**src/source/otp_buf_defs.svh**
```systemverilog
// Buffer geometry and register map; depth must stay a power of two matching the index width.
`ifndef OTP_BUF_DEFS_SVH
`define OTP_BUF_DEFS_SVH

// Number of buffered 64-bit words.
`define OTP_BUF_DEPTH 8

// Word index width for the buffer.
`define OTP_BUF_AW 3

// Wishbone word-address width.
`define OTP_BUF_ADR_W 4

// Register map above the word window.
`define OTP_BUF_ADR_STATUS 8
`define OTP_BUF_ADR_INJECT 9

`endif

```
**src/source/otp_buf_pkg.sv**
```systemverilog
// Shared types for the buffer; widx_t width follows the index width macro in the defs header.
`default_nettype none

`include "otp_buf_defs.svh"

package otp_buf_pkg;

  // Data, check bits and the full codeword with check bits on top.
  typedef logic [63:0] word_t;
  typedef logic [7:0]  ecc_t;
  typedef logic [71:0] cw_t;

  // Index of one buffered word.
  typedef logic [`OTP_BUF_AW-1:0] widx_t;

  // Checker result. Bit 0 flags a single error, bit 1 a double error.
  typedef logic [1:0] werr_t;

  // One write into the register file, flip is XORed after encoding.
  typedef struct packed {
    logic  en;
    widx_t idx;
    word_t data;
    word_t flip;
  } wr_req_t;

  // Live and sticky error status.
  typedef struct packed {
    logic  live;
    logic  sticky_single;
    logic  sticky_double;
    widx_t first_idx;
  } err_stat_t;

endpackage

`default_nettype wire

```
**src/source/ecc_err_collect.sv**
```systemverilog
// Sticky error status; sticky bits re-set on the cycle after a clear if an error persists.
`timescale 1ns/1ps
`default_nettype none

`include "otp_buf_defs.svh"

module ecc_err_collect (
  input  logic                                    clk_i,
  input  logic                                    rst_ni,
  input  otp_buf_pkg::werr_t [`OTP_BUF_DEPTH-1:0] werr_i,
  input  logic                                    clr_i,
  output otp_buf_pkg::err_stat_t                  stat_o
);

  logic                   any_single;
  logic                   any_double;
  otp_buf_pkg::widx_t     low_idx;
  otp_buf_pkg::err_stat_t stat_q;

  // OR-reduce the flags.
  // Scanning downward leaves the lowest failing index.
  always_comb begin : p_reduce
    any_single = 1'b0;
    any_double = 1'b0;
    low_idx    = '0;
    for (int k = `OTP_BUF_DEPTH - 1; k >= 0; k--) begin
      any_single = any_single | werr_i[k][0];
      any_double = any_double | werr_i[k][1];
      if (werr_i[k] != 2'b00) begin
        low_idx = otp_buf_pkg::widx_t'(k);
      end
    end
  end

  always_ff @(posedge clk_i or negedge rst_ni) begin : p_stat
    if (!rst_ni) begin
      stat_q <= '0;
    end else begin
      stat_q.live <= any_single | any_double;
      if (clr_i) begin
        stat_q.sticky_single <= 1'b0;
        stat_q.sticky_double <= 1'b0;
        stat_q.first_idx     <= '0;
      end else begin
        stat_q.sticky_single <= stat_q.sticky_single | any_single;
        stat_q.sticky_double <= stat_q.sticky_double | any_double;
        // First failure only while nothing is sticky yet.
        if (!stat_q.sticky_single && !stat_q.sticky_double && (any_single || any_double)) begin
          stat_q.first_idx <= low_idx;
        end
      end
    end
  end

  assign stat_o = stat_q;

endmodule

`default_nettype wire

```
**src/source/ecc_word_check.sv**
```systemverilog
// Detection-only SECDED check of one codeword; no corrected data is produced.
`timescale 1ns/1ps
`default_nettype none

module ecc_word_check (
  input  otp_buf_pkg::cw_t   cw_i,
  output otp_buf_pkg::werr_t err_o
);

  // Syndrome over the Hamming positions, and overall parity.
  logic [6:0] syn;
  logic       odd;

  // Walk positions 1 to 71 and XOR in the position of every set bit.
  // Power-of-two positions hold the stored parity bits.
  always_comb begin : p_syndrome
    int unsigned di;
    int unsigned pi;
    logic        bit_v;
    syn = '0;
    di  = 0;
    pi  = 0;
    for (int pos = 1; pos < 72; pos++) begin
      if ((pos & (pos - 1)) == 0) begin
        bit_v = cw_i[64 + pi];
        pi++;
      end else begin
        bit_v = cw_i[di];
        di++;
      end
      if (bit_v) begin
        syn = syn ^ 7'(pos);
      end
    end
  end

  // Odd parity over all 72 bits means an odd number of flips.
  assign odd = ^cw_i;

  // Odd parity is a single error, including a lone overall-bit flip.
  // Even parity with a nonzero syndrome is a double error.
  assign err_o = {(syn != 7'd0) && !odd, odd};

endmodule

`default_nettype wire

```
**src/source/ecc_word_reg.sv**
```systemverilog
// Word register file with one shared encoder; the index must address a valid word.
`timescale 1ns/1ps
`default_nettype none

`include "otp_buf_defs.svh"

module ecc_word_reg (
  input  logic                                     clk_i,
  input  logic                                     rst_ni,
  input  otp_buf_pkg::wr_req_t                     wr_req_i,
  input  otp_buf_pkg::widx_t                       rd_idx_i,
  output otp_buf_pkg::word_t                       rdata_o,
  output otp_buf_pkg::word_t [`OTP_BUF_DEPTH-1:0]  data_o,
  output otp_buf_pkg::werr_t [`OTP_BUF_DEPTH-1:0]  werr_o
);

  // Stored data and check bits.
  otp_buf_pkg::word_t [`OTP_BUF_DEPTH-1:0] data_q;
  otp_buf_pkg::ecc_t  [`OTP_BUF_DEPTH-1:0] ecc_q;

  // Encoded write word, then after injection.
  otp_buf_pkg::cw_t enc_cw;
  otp_buf_pkg::cw_t store_cw;

  // Single encoder for every write.
  secded_72_64_enc u_enc (
    .data_i(wr_req_i.data),
    .cw_o  (enc_cw)
  );

  // Injection flips data bits only, after the check bits are formed.
  assign store_cw = enc_cw ^ {8'h00, wr_req_i.flip};

  // All-zero is a valid codeword for this code.
  always_ff @(posedge clk_i or negedge rst_ni) begin : p_regs
    if (!rst_ni) begin
      data_q <= '0;
      ecc_q  <= '0;
    end else if (wr_req_i.en) begin
      {ecc_q[wr_req_i.idx], data_q[wr_req_i.idx]} <= store_cw;
    end
  end

  // Read port and concurrent buffer view.
  assign rdata_o = data_q[rd_idx_i];
  assign data_o  = data_q;

  // One checker per stored word, running all the time.
  for (genvar k = 0; k < `OTP_BUF_DEPTH; k++) begin : gen_check
    ecc_word_check u_check (
      .cw_i ({ecc_q[k], data_q[k]}),
      .err_o(werr_o[k])
    );
  end

endmodule

`default_nettype wire

```
**src/source/otp_buf_top.sv**
```systemverilog
// Buffered OTP partition top; errors are detected and reported, never corrected.
`timescale 1ns/1ps
`default_nettype none

`include "otp_buf_defs.svh"

module otp_buf_top (
  input  logic                                    clk_i,
  input  logic                                    rst_ni,
  input  logic                                    wb_cyc_i,
  input  logic                                    wb_stb_i,
  input  logic                                    wb_we_i,
  input  logic [`OTP_BUF_ADR_W-1:0]               wb_adr_i,
  input  otp_buf_pkg::word_t                      wb_dat_i,
  output otp_buf_pkg::word_t                      wb_dat_o,
  output logic                                    wb_ack_o,
  output otp_buf_pkg::word_t [`OTP_BUF_DEPTH-1:0] buf_data_o,
  output logic                                    ecc_err_o
);

  otp_buf_pkg::wr_req_t                    wr_req;
  otp_buf_pkg::widx_t                      rd_idx;
  otp_buf_pkg::word_t                      rdata;
  otp_buf_pkg::werr_t [`OTP_BUF_DEPTH-1:0] werr;
  otp_buf_pkg::err_stat_t                  stat;
  logic                                    clr;

  // Bus side.
  wb_buf_port u_port (
    .clk_i   (clk_i),
    .rst_ni  (rst_ni),
    .wb_cyc_i(wb_cyc_i),
    .wb_stb_i(wb_stb_i),
    .wb_we_i (wb_we_i),
    .wb_adr_i(wb_adr_i),
    .wb_dat_i(wb_dat_i),
    .wb_dat_o(wb_dat_o),
    .wb_ack_o(wb_ack_o),
    .wr_req_o(wr_req),
    .rd_idx_o(rd_idx),
    .rdata_i (rdata),
    .clr_o   (clr),
    .stat_i  (stat)
  );

  // Protected storage and checkers.
  ecc_word_reg u_reg (
    .clk_i   (clk_i),
    .rst_ni  (rst_ni),
    .wr_req_i(wr_req),
    .rd_idx_i(rd_idx),
    .rdata_o (rdata),
    .data_o  (buf_data_o),
    .werr_o  (werr)
  );

  // Status from the checker flags.
  ecc_err_collect u_collect (
    .clk_i (clk_i),
    .rst_ni(rst_ni),
    .werr_i(werr),
    .clr_i (clr),
    .stat_o(stat)
  );

  assign ecc_err_o = stat.live;

endmodule

`default_nettype wire

```
**src/source/secded_72_64_enc.sv**
```systemverilog
// Plain (non-inverted) extended Hamming encoder; a zero word gives zero check bits.
`timescale 1ns/1ps
`default_nettype none

module secded_72_64_enc (
  input  otp_buf_pkg::word_t data_i,
  output otp_buf_pkg::cw_t   cw_o
);

  // Seven Hamming parity bits and the overall parity bit.
  logic [6:0] hamm;
  logic       overall;

  // Data bits fill the non-power-of-two positions 3 to 71.
  // Parity bit j covers every position with bit j set.
  always_comb begin : p_hamming
    int unsigned di;
    hamm = '0;
    di   = 0;
    for (int pos = 1; pos < 72; pos++) begin
      if ((pos & (pos - 1)) != 0) begin
        for (int j = 0; j < 7; j++) begin
          if (((pos >> j) & 1) != 0) begin
            hamm[j] = hamm[j] ^ data_i[di];
          end
        end
        di++;
      end
    end
  end

  // Overall parity spans data and Hamming bits.
  assign overall = ^{hamm, data_i};

  // Check bits sit above the data.
  assign cw_o = {overall, hamm, data_i};

endmodule

`default_nettype wire

```
**src/source/wb_buf_port.sv**
```systemverilog
// Wishbone classic slave with one-cycle ack; the master must hold its request until ack.
`timescale 1ns/1ps
`default_nettype none

`include "otp_buf_defs.svh"

module wb_buf_port (
  input  logic                         clk_i,
  input  logic                         rst_ni,
  input  logic                         wb_cyc_i,
  input  logic                         wb_stb_i,
  input  logic                         wb_we_i,
  input  logic [`OTP_BUF_ADR_W-1:0]    wb_adr_i,
  input  otp_buf_pkg::word_t           wb_dat_i,
  output otp_buf_pkg::word_t           wb_dat_o,
  output logic                         wb_ack_o,
  output otp_buf_pkg::wr_req_t         wr_req_o,
  output otp_buf_pkg::widx_t           rd_idx_o,
  input  otp_buf_pkg::word_t           rdata_i,
  output logic                         clr_o,
  input  otp_buf_pkg::err_stat_t       stat_i
);

  logic               ack_q;
  logic               req;
  logic               is_word;
  logic               is_stat;
  logic               is_inj;
  otp_buf_pkg::word_t inj_q;
  otp_buf_pkg::word_t rd_mux;
  otp_buf_pkg::word_t dat_q;

  // New request seen while ack is low.
  assign req = wb_cyc_i & wb_stb_i & ~ack_q;

  // Address decode.
  assign is_word = wb_adr_i < `OTP_BUF_ADR_W'(`OTP_BUF_DEPTH);
  assign is_stat = wb_adr_i == `OTP_BUF_ADR_W'(`OTP_BUF_ADR_STATUS);
  assign is_inj  = wb_adr_i == `OTP_BUF_ADR_W'(`OTP_BUF_ADR_INJECT);

  // Word writes go straight to the register file.
  always_comb begin : p_wr_req
    wr_req_o.en   = req & wb_we_i & is_word;
    wr_req_o.idx  = wb_adr_i[`OTP_BUF_AW-1:0];
    wr_req_o.data = wb_dat_i;
    wr_req_o.flip = inj_q;
  end

  assign rd_idx_o = wb_adr_i[`OTP_BUF_AW-1:0];

  // Any write to status clears the sticky state.
  assign clr_o = req & wb_we_i & is_stat;

  // Read mux. Unmapped addresses return zero.
  always_comb begin : p_rd_mux
    rd_mux = '0;
    if (is_word) begin
      rd_mux = rdata_i;
    end else if (is_stat) begin
      rd_mux = otp_buf_pkg::word_t'({stat_i.first_idx, 1'b0, stat_i.sticky_double,
                                     stat_i.sticky_single, stat_i.live});
    end else if (is_inj) begin
      rd_mux = inj_q;
    end
  end

  // Ack and the one-shot injection mask.
  always_ff @(posedge clk_i or negedge rst_ni) begin : p_ctrl
    if (!rst_ni) begin
      ack_q <= 1'b0;
      inj_q <= '0;
    end else begin
      ack_q <= req;
      if (req && wb_we_i && is_inj) begin
        inj_q <= wb_dat_i;
      end else if (wr_req_o.en) begin
        // Mask is spent on this word write.
        inj_q <= '0;
      end
    end
  end

  // Read data is captured with the rising ack.
  always_ff @(posedge clk_i) begin : p_rdata
    if (req) begin
      dat_q <= rd_mux;
    end
  end

  assign wb_ack_o = ack_q;
  assign wb_dat_o = dat_q;

endmodule

`default_nettype wire
```
**config.mk**
```make
export PLATFORM = sky130hd
export DESIGN_NAME = otp_buf_top
export DESIGN_NICKNAME = d
export VERILOG_FILES = /design/src/source/otp_buf_pkg.sv /design/src/source/ecc_err_collect.sv /design/src/source/ecc_word_check.sv /design/src/source/ecc_word_reg.sv /design/src/source/otp_buf_top.sv /design/src/source/secded_72_64_enc.sv /design/src/source/wb_buf_port.sv
export VERILOG_INCLUDE_DIRS = /design/src /design/src/source
export SDC_FILE = /design/constraint.sdc
export NUM_CORES = 2
export LEC_CHECK = 0
export ABC_AREA = 0
export BUFFER_PORTS_ARGS = -buffer_cell sky130_fd_sc_hd__buf_2
export CORE_MARGIN = 2
export CORE_UTILIZATION = 55
export CTS_CLUSTER_DIAMETER = 40
export DETAILED_ROUTE_END_ITERATION = 10
export PLACE_DENSITY = 0.85
export SLEW_MARGIN = 20
export SYNTH_ARGS = -nofsm -noshare
export SYNTH_HDL_FRONTEND = slang
export SYNTH_SLANG_ARGS = --single-unit
```
**constraint.sdc**
```tcl
create_clock -name clk_i -period 5.6 [get_ports clk_i]
set_clock_uncertainty 0.15 [all_clocks]
set_input_delay 0.56 -clock clk_i [delete_from_list [all_inputs] [get_ports clk_i]]
set_output_delay 0.56 -clock clk_i [all_outputs]
set_load 0.05 [all_outputs]
```
==> out/metrics.cfg <==
[synth]
async_flop_share = 0.910
synthesis.nets = 3814
synth.distinct_cells = 55
syn_area_sq_mm = 0.0422
synth_edf_count = 64
ys.warnings.count = 0
syn_avg_cell_area_sq_um = 11.3
synth.yosys.seq_area_share = 0.429
synth_seq_cells = 711
netlist_instances = 3741
synth_top_flop_cell = dfrtp_1

[pwr]
powerDensity_mw_per_mm2 = 722
leakagePower_uw = 0.0233
ir_drop_uv = 1030

[placed_design]
gp_congestion = 1.07
dp_cells = 5311
io_buffers = 650
detailed_place.area_sq_mm = 0.0469
place_ws_ps = 894
dp_hpwl_microns = 146000

[final_layout]
final_layout_size_suffix_gt1_frac = 0.256
finalNonFillerCells = 5532
fin_area_sq_mm = 0.0508
areaGrowthSynthToFinish_pct = 20.5
nets = 4466

[timing]
setup_viol = 0
worstMarginPinSlew_ps = 1260
rsz0062_at_grt = false
finalCriticalPeriod_ps = 4890
max_freq_mhz = 204
hold_viol = 0
max_slew_margin = 0.154
fin_tns_setup_ps = 0
min_period_over_period = 0.873
drv_slew = 0
timing.final.ws_setup_ps = 710

[die]
die_w_microns = 281
core_area_sq_mm = 0.0759
num_rows = 101
die_y_microns = 281
initial_core_util = 0.555
io_pins = 651
dieArea_sq_mm = 0.0789

[clocking]
cts_tree = built
cts.sinks = 711
post_cts_buffers = 0
ctsRootBufferMaster = clkbuf_16
post_cts_resized = 0
clockBufferDepth = 3
h-tree-depth = 3
insertion_delay_ps = 690
numCtsBuffers = 109
clk_pin_slew_worst_paths_ps = 60
postCtsHoldBufs = 1

[detailed_routing]
wl_microns = 191000
ant_nets = 0
viasPerCell = 6.53
first_iter_violations = 6778
route.detailed.drc = 0
vias = 36139
dr.pass1.iters = 8
routedWlPerCell_microns = 34.6

[grt]
grt_overflow_total = 0
grt_pass1_vias = 34035
grt_max_degree = 134
antenna_found_initial = 18
grt_pass1_wl_microns = 263000
grt_usage = 0.483

[critical_path]
crit_fanout = 4
required_ps = 6010
start_kind = flip-flop
end_kind = flip-flop
path_class = reg2reg
arrival_ps = 5300

[outcome]
status = finished clean

[hold_path]
hp-class = in2reg

[run]
maxCapViolations = 0

per-stage QoR:
step / hold WS (ps) / power [uW] / util
CTS: 0.767 / 35900 / 0.668
global route: 32.8 / 37600 / 0.668
detailed placement: 342 / 28600 / 0.617
finish: 9.16 / 36700 / 0.669
global placement: 329 / 28600 / 0.616
floorplan: 114 / 22400 / -
layout make-up:
| type | count | area, sq um |
|---|---|---|
| fill | 5691 | 25100 |
| inverter | 6 | 22.5 |
| tap | 1030 | 1290 |
| antenna | 16 | 40.0 |
| sequential | 711 | 18100 |
| clock buffer | 126 | 2900 |
| timing repair buffer | 736 | 4020 |
| clock inverter | 78 | 965 |
| multi-input combinational | 2829 | 23500 |
routing by layer:
| metal | part of all wire | vias up | wire length, microns | global-route usage |
|---|---|---|---|---|
| met1 | 0.34 | 17621 | 64600 | 0.614 |
| met2 | 0.42 | 3499 | 80300 | 0.689 |
| met4 | 0.090 | 14 | 17200 | 0.337 |
| met5 | 0.00050 | - | 95 | 0 |
| met3 | 0.15 | 831 | 29300 | 0.170 |
| li1 | - | 14174 | - | - |
cells by family (layout without fill, tap and decap cells):
group	after synthesis	count (layout)	share of synthesized area
buffers and inverters	201	946	0.0186
multiplexers	248	248	0.0985
AND/OR/NAND/NOR	701	701	0.0661
flip-flops	711	711	0.429
AO/OA/AOI/OAI	678	678	0.0892
other	0	16	0
XOR/XNOR	1202	1202	0.298
placed cells by master (no fill, tap or decap), types with 4 or more instances in the layout:
| cell type | netlist | final |
|---|---|---|
| or3_1 | 7 | 6 |
| bufinv_16 | 0 | 15 |
| a221oi_1 | 8 | 8 |
| inv_6 | 0 | 16 |
| xor3_1 | 4 | 4 |
| nand2_1 | 427 | 426 |
| a21oi_1 | 199 | 199 |
| buf_4 | 8 | 79 |
| buf_12 | 0 | 7 |
| xnor2_1 | 897 | 883 |
| diode_2 | 0 | 16 |
| inv_1 | 6 | 6 |
| xnor2_2 | 4 | 18 |
| clkinv_2 | 0 | 11 |
| clkinv_4 | 0 | 8 |
| clkbuf_16 | 0 | 112 |
| mux4_2 | 128 | 128 |
| or4_1 | 5 | 5 |
| nand3_1 | 14 | 11 |
| xor2_1 | 155 | 155 |
| a22o_1 | 64 | 64 |
| clkinvlp_4 | 0 | 13 |
| nor3_1 | 5 | 5 |
| clkbuf_1 | 146 | 10 |
| nand4_1 | 5 | 5 |
| edfxtp_1 | 64 | 64 |
| buf_2 | 0 | 646 |
| o21ai_0 | 386 | 386 |
| xnor3_1 | 141 | 141 |
| inv_8 | 0 | 11 |
| mux2_2 | 56 | 56 |
| mux2i_1 | 64 | 64 |
| nor2_1 | 216 | 214 |
| and2_1 | 5 | 5 |
| clkbuf_8 | 0 | 4 |
| dfrtp_1 | 647 | 647 |
state kept, by name, indices dropped and copies added (netlist names):
register	count
u_collect.stat_o	6
u_port.inj_q	64
u_port.wb_ack_o	1
u_port.wb_dat_o	64
u_reg.data_o	512
u_reg.ecc_q	64
critical path, stage by stage (launching register included):
cell and delay [ps]:
dfrtp_1 430, xor2_1 570, xnor3_1 560, xnor2_2 360, xnor2_1 240, xnor3_1 280, or4b_4 480, a2111oi_4 430
o221ai_1 160, or4_4 520, o21ai_2 210, mux2_2 350
Yosys cell counts, types with 2 or more instances:
cell / count / area share
inv_1: 6 / 0.00053
nand3_1: 14 / 0.0017
and2_1: 5 / 0.00074
o22ai_1: 2 / 0.00030
xnor2_1: 897 / 0.19
mux2i_1: 64 / 0.015
nand3b_1: 2 / 0.00036
o221ai_1: 2 / 0.00042
clkbuf_1: 146 / 0.013
buf_4: 8 / 0.0014
dfrtp_1: 647 / 0.38
a221oi_1: 8 / 0.0017
or3_1: 7 / 0.0010
nor3_1: 5 / 0.00059
nand2_1: 427 / 0.038
a21o_1: 2 / 0.00036
a221o_1: 2 / 0.00047
xor3_1: 4 / 0.0023
nand4_1: 5 / 0.00074
xor2_1: 155 / 0.032
o21ai_0: 386 / 0.046
and3_1: 4 / 0.00059
o21a_1: 2 / 0.00036
mux4_2: 128 / 0.068
edfxtp_1: 64 / 0.046
a21oi_1: 199 / 0.024
a22o_1: 64 / 0.013
nor4_1: 2 / 0.00030
xnor3_1: 141 / 0.075
nor2_1: 216 / 0.019
mux2_2: 56 / 0.015
or4_1: 5 / 0.00089
buf_1: 41 / 0.0036
xnor2_2: 4 / 0.0015
final timing paths:
| kind | startpoint | end | slack, ps | cells after the start |
|---|---|---|---|---|
| worst max-delay path | u_reg.data_o[45] | u_collect.stat_o[1] | 710 | 11 |
| worst min-delay path | wb_dat_i[20] | u_port.inj_q[20] | 9 | 2 |
| worst max register to register | u_reg.data_o[45] | u_collect.stat_o[1] | 710 | 11 |
| worst min register to register | u_reg.ecc_q[30] | u_reg.ecc_q[30] | 350 | 2 |
| max in group asynchronous | rst_ni | u_reg.data_o[377] | 3600 | 3 |
| min in group asynchronous | rst_ni | u_reg.data_o[164] | 320 | 2 |
power breakdown:
part	leakage, uW	internal, uW	switching (uW)	total, uW
registers	0.00920	5960	1590	7550
clock network	0.00186	4460	2790	7250
logic	0.0122	9240	12600	21900
Power figures use the tool's default switching activity.
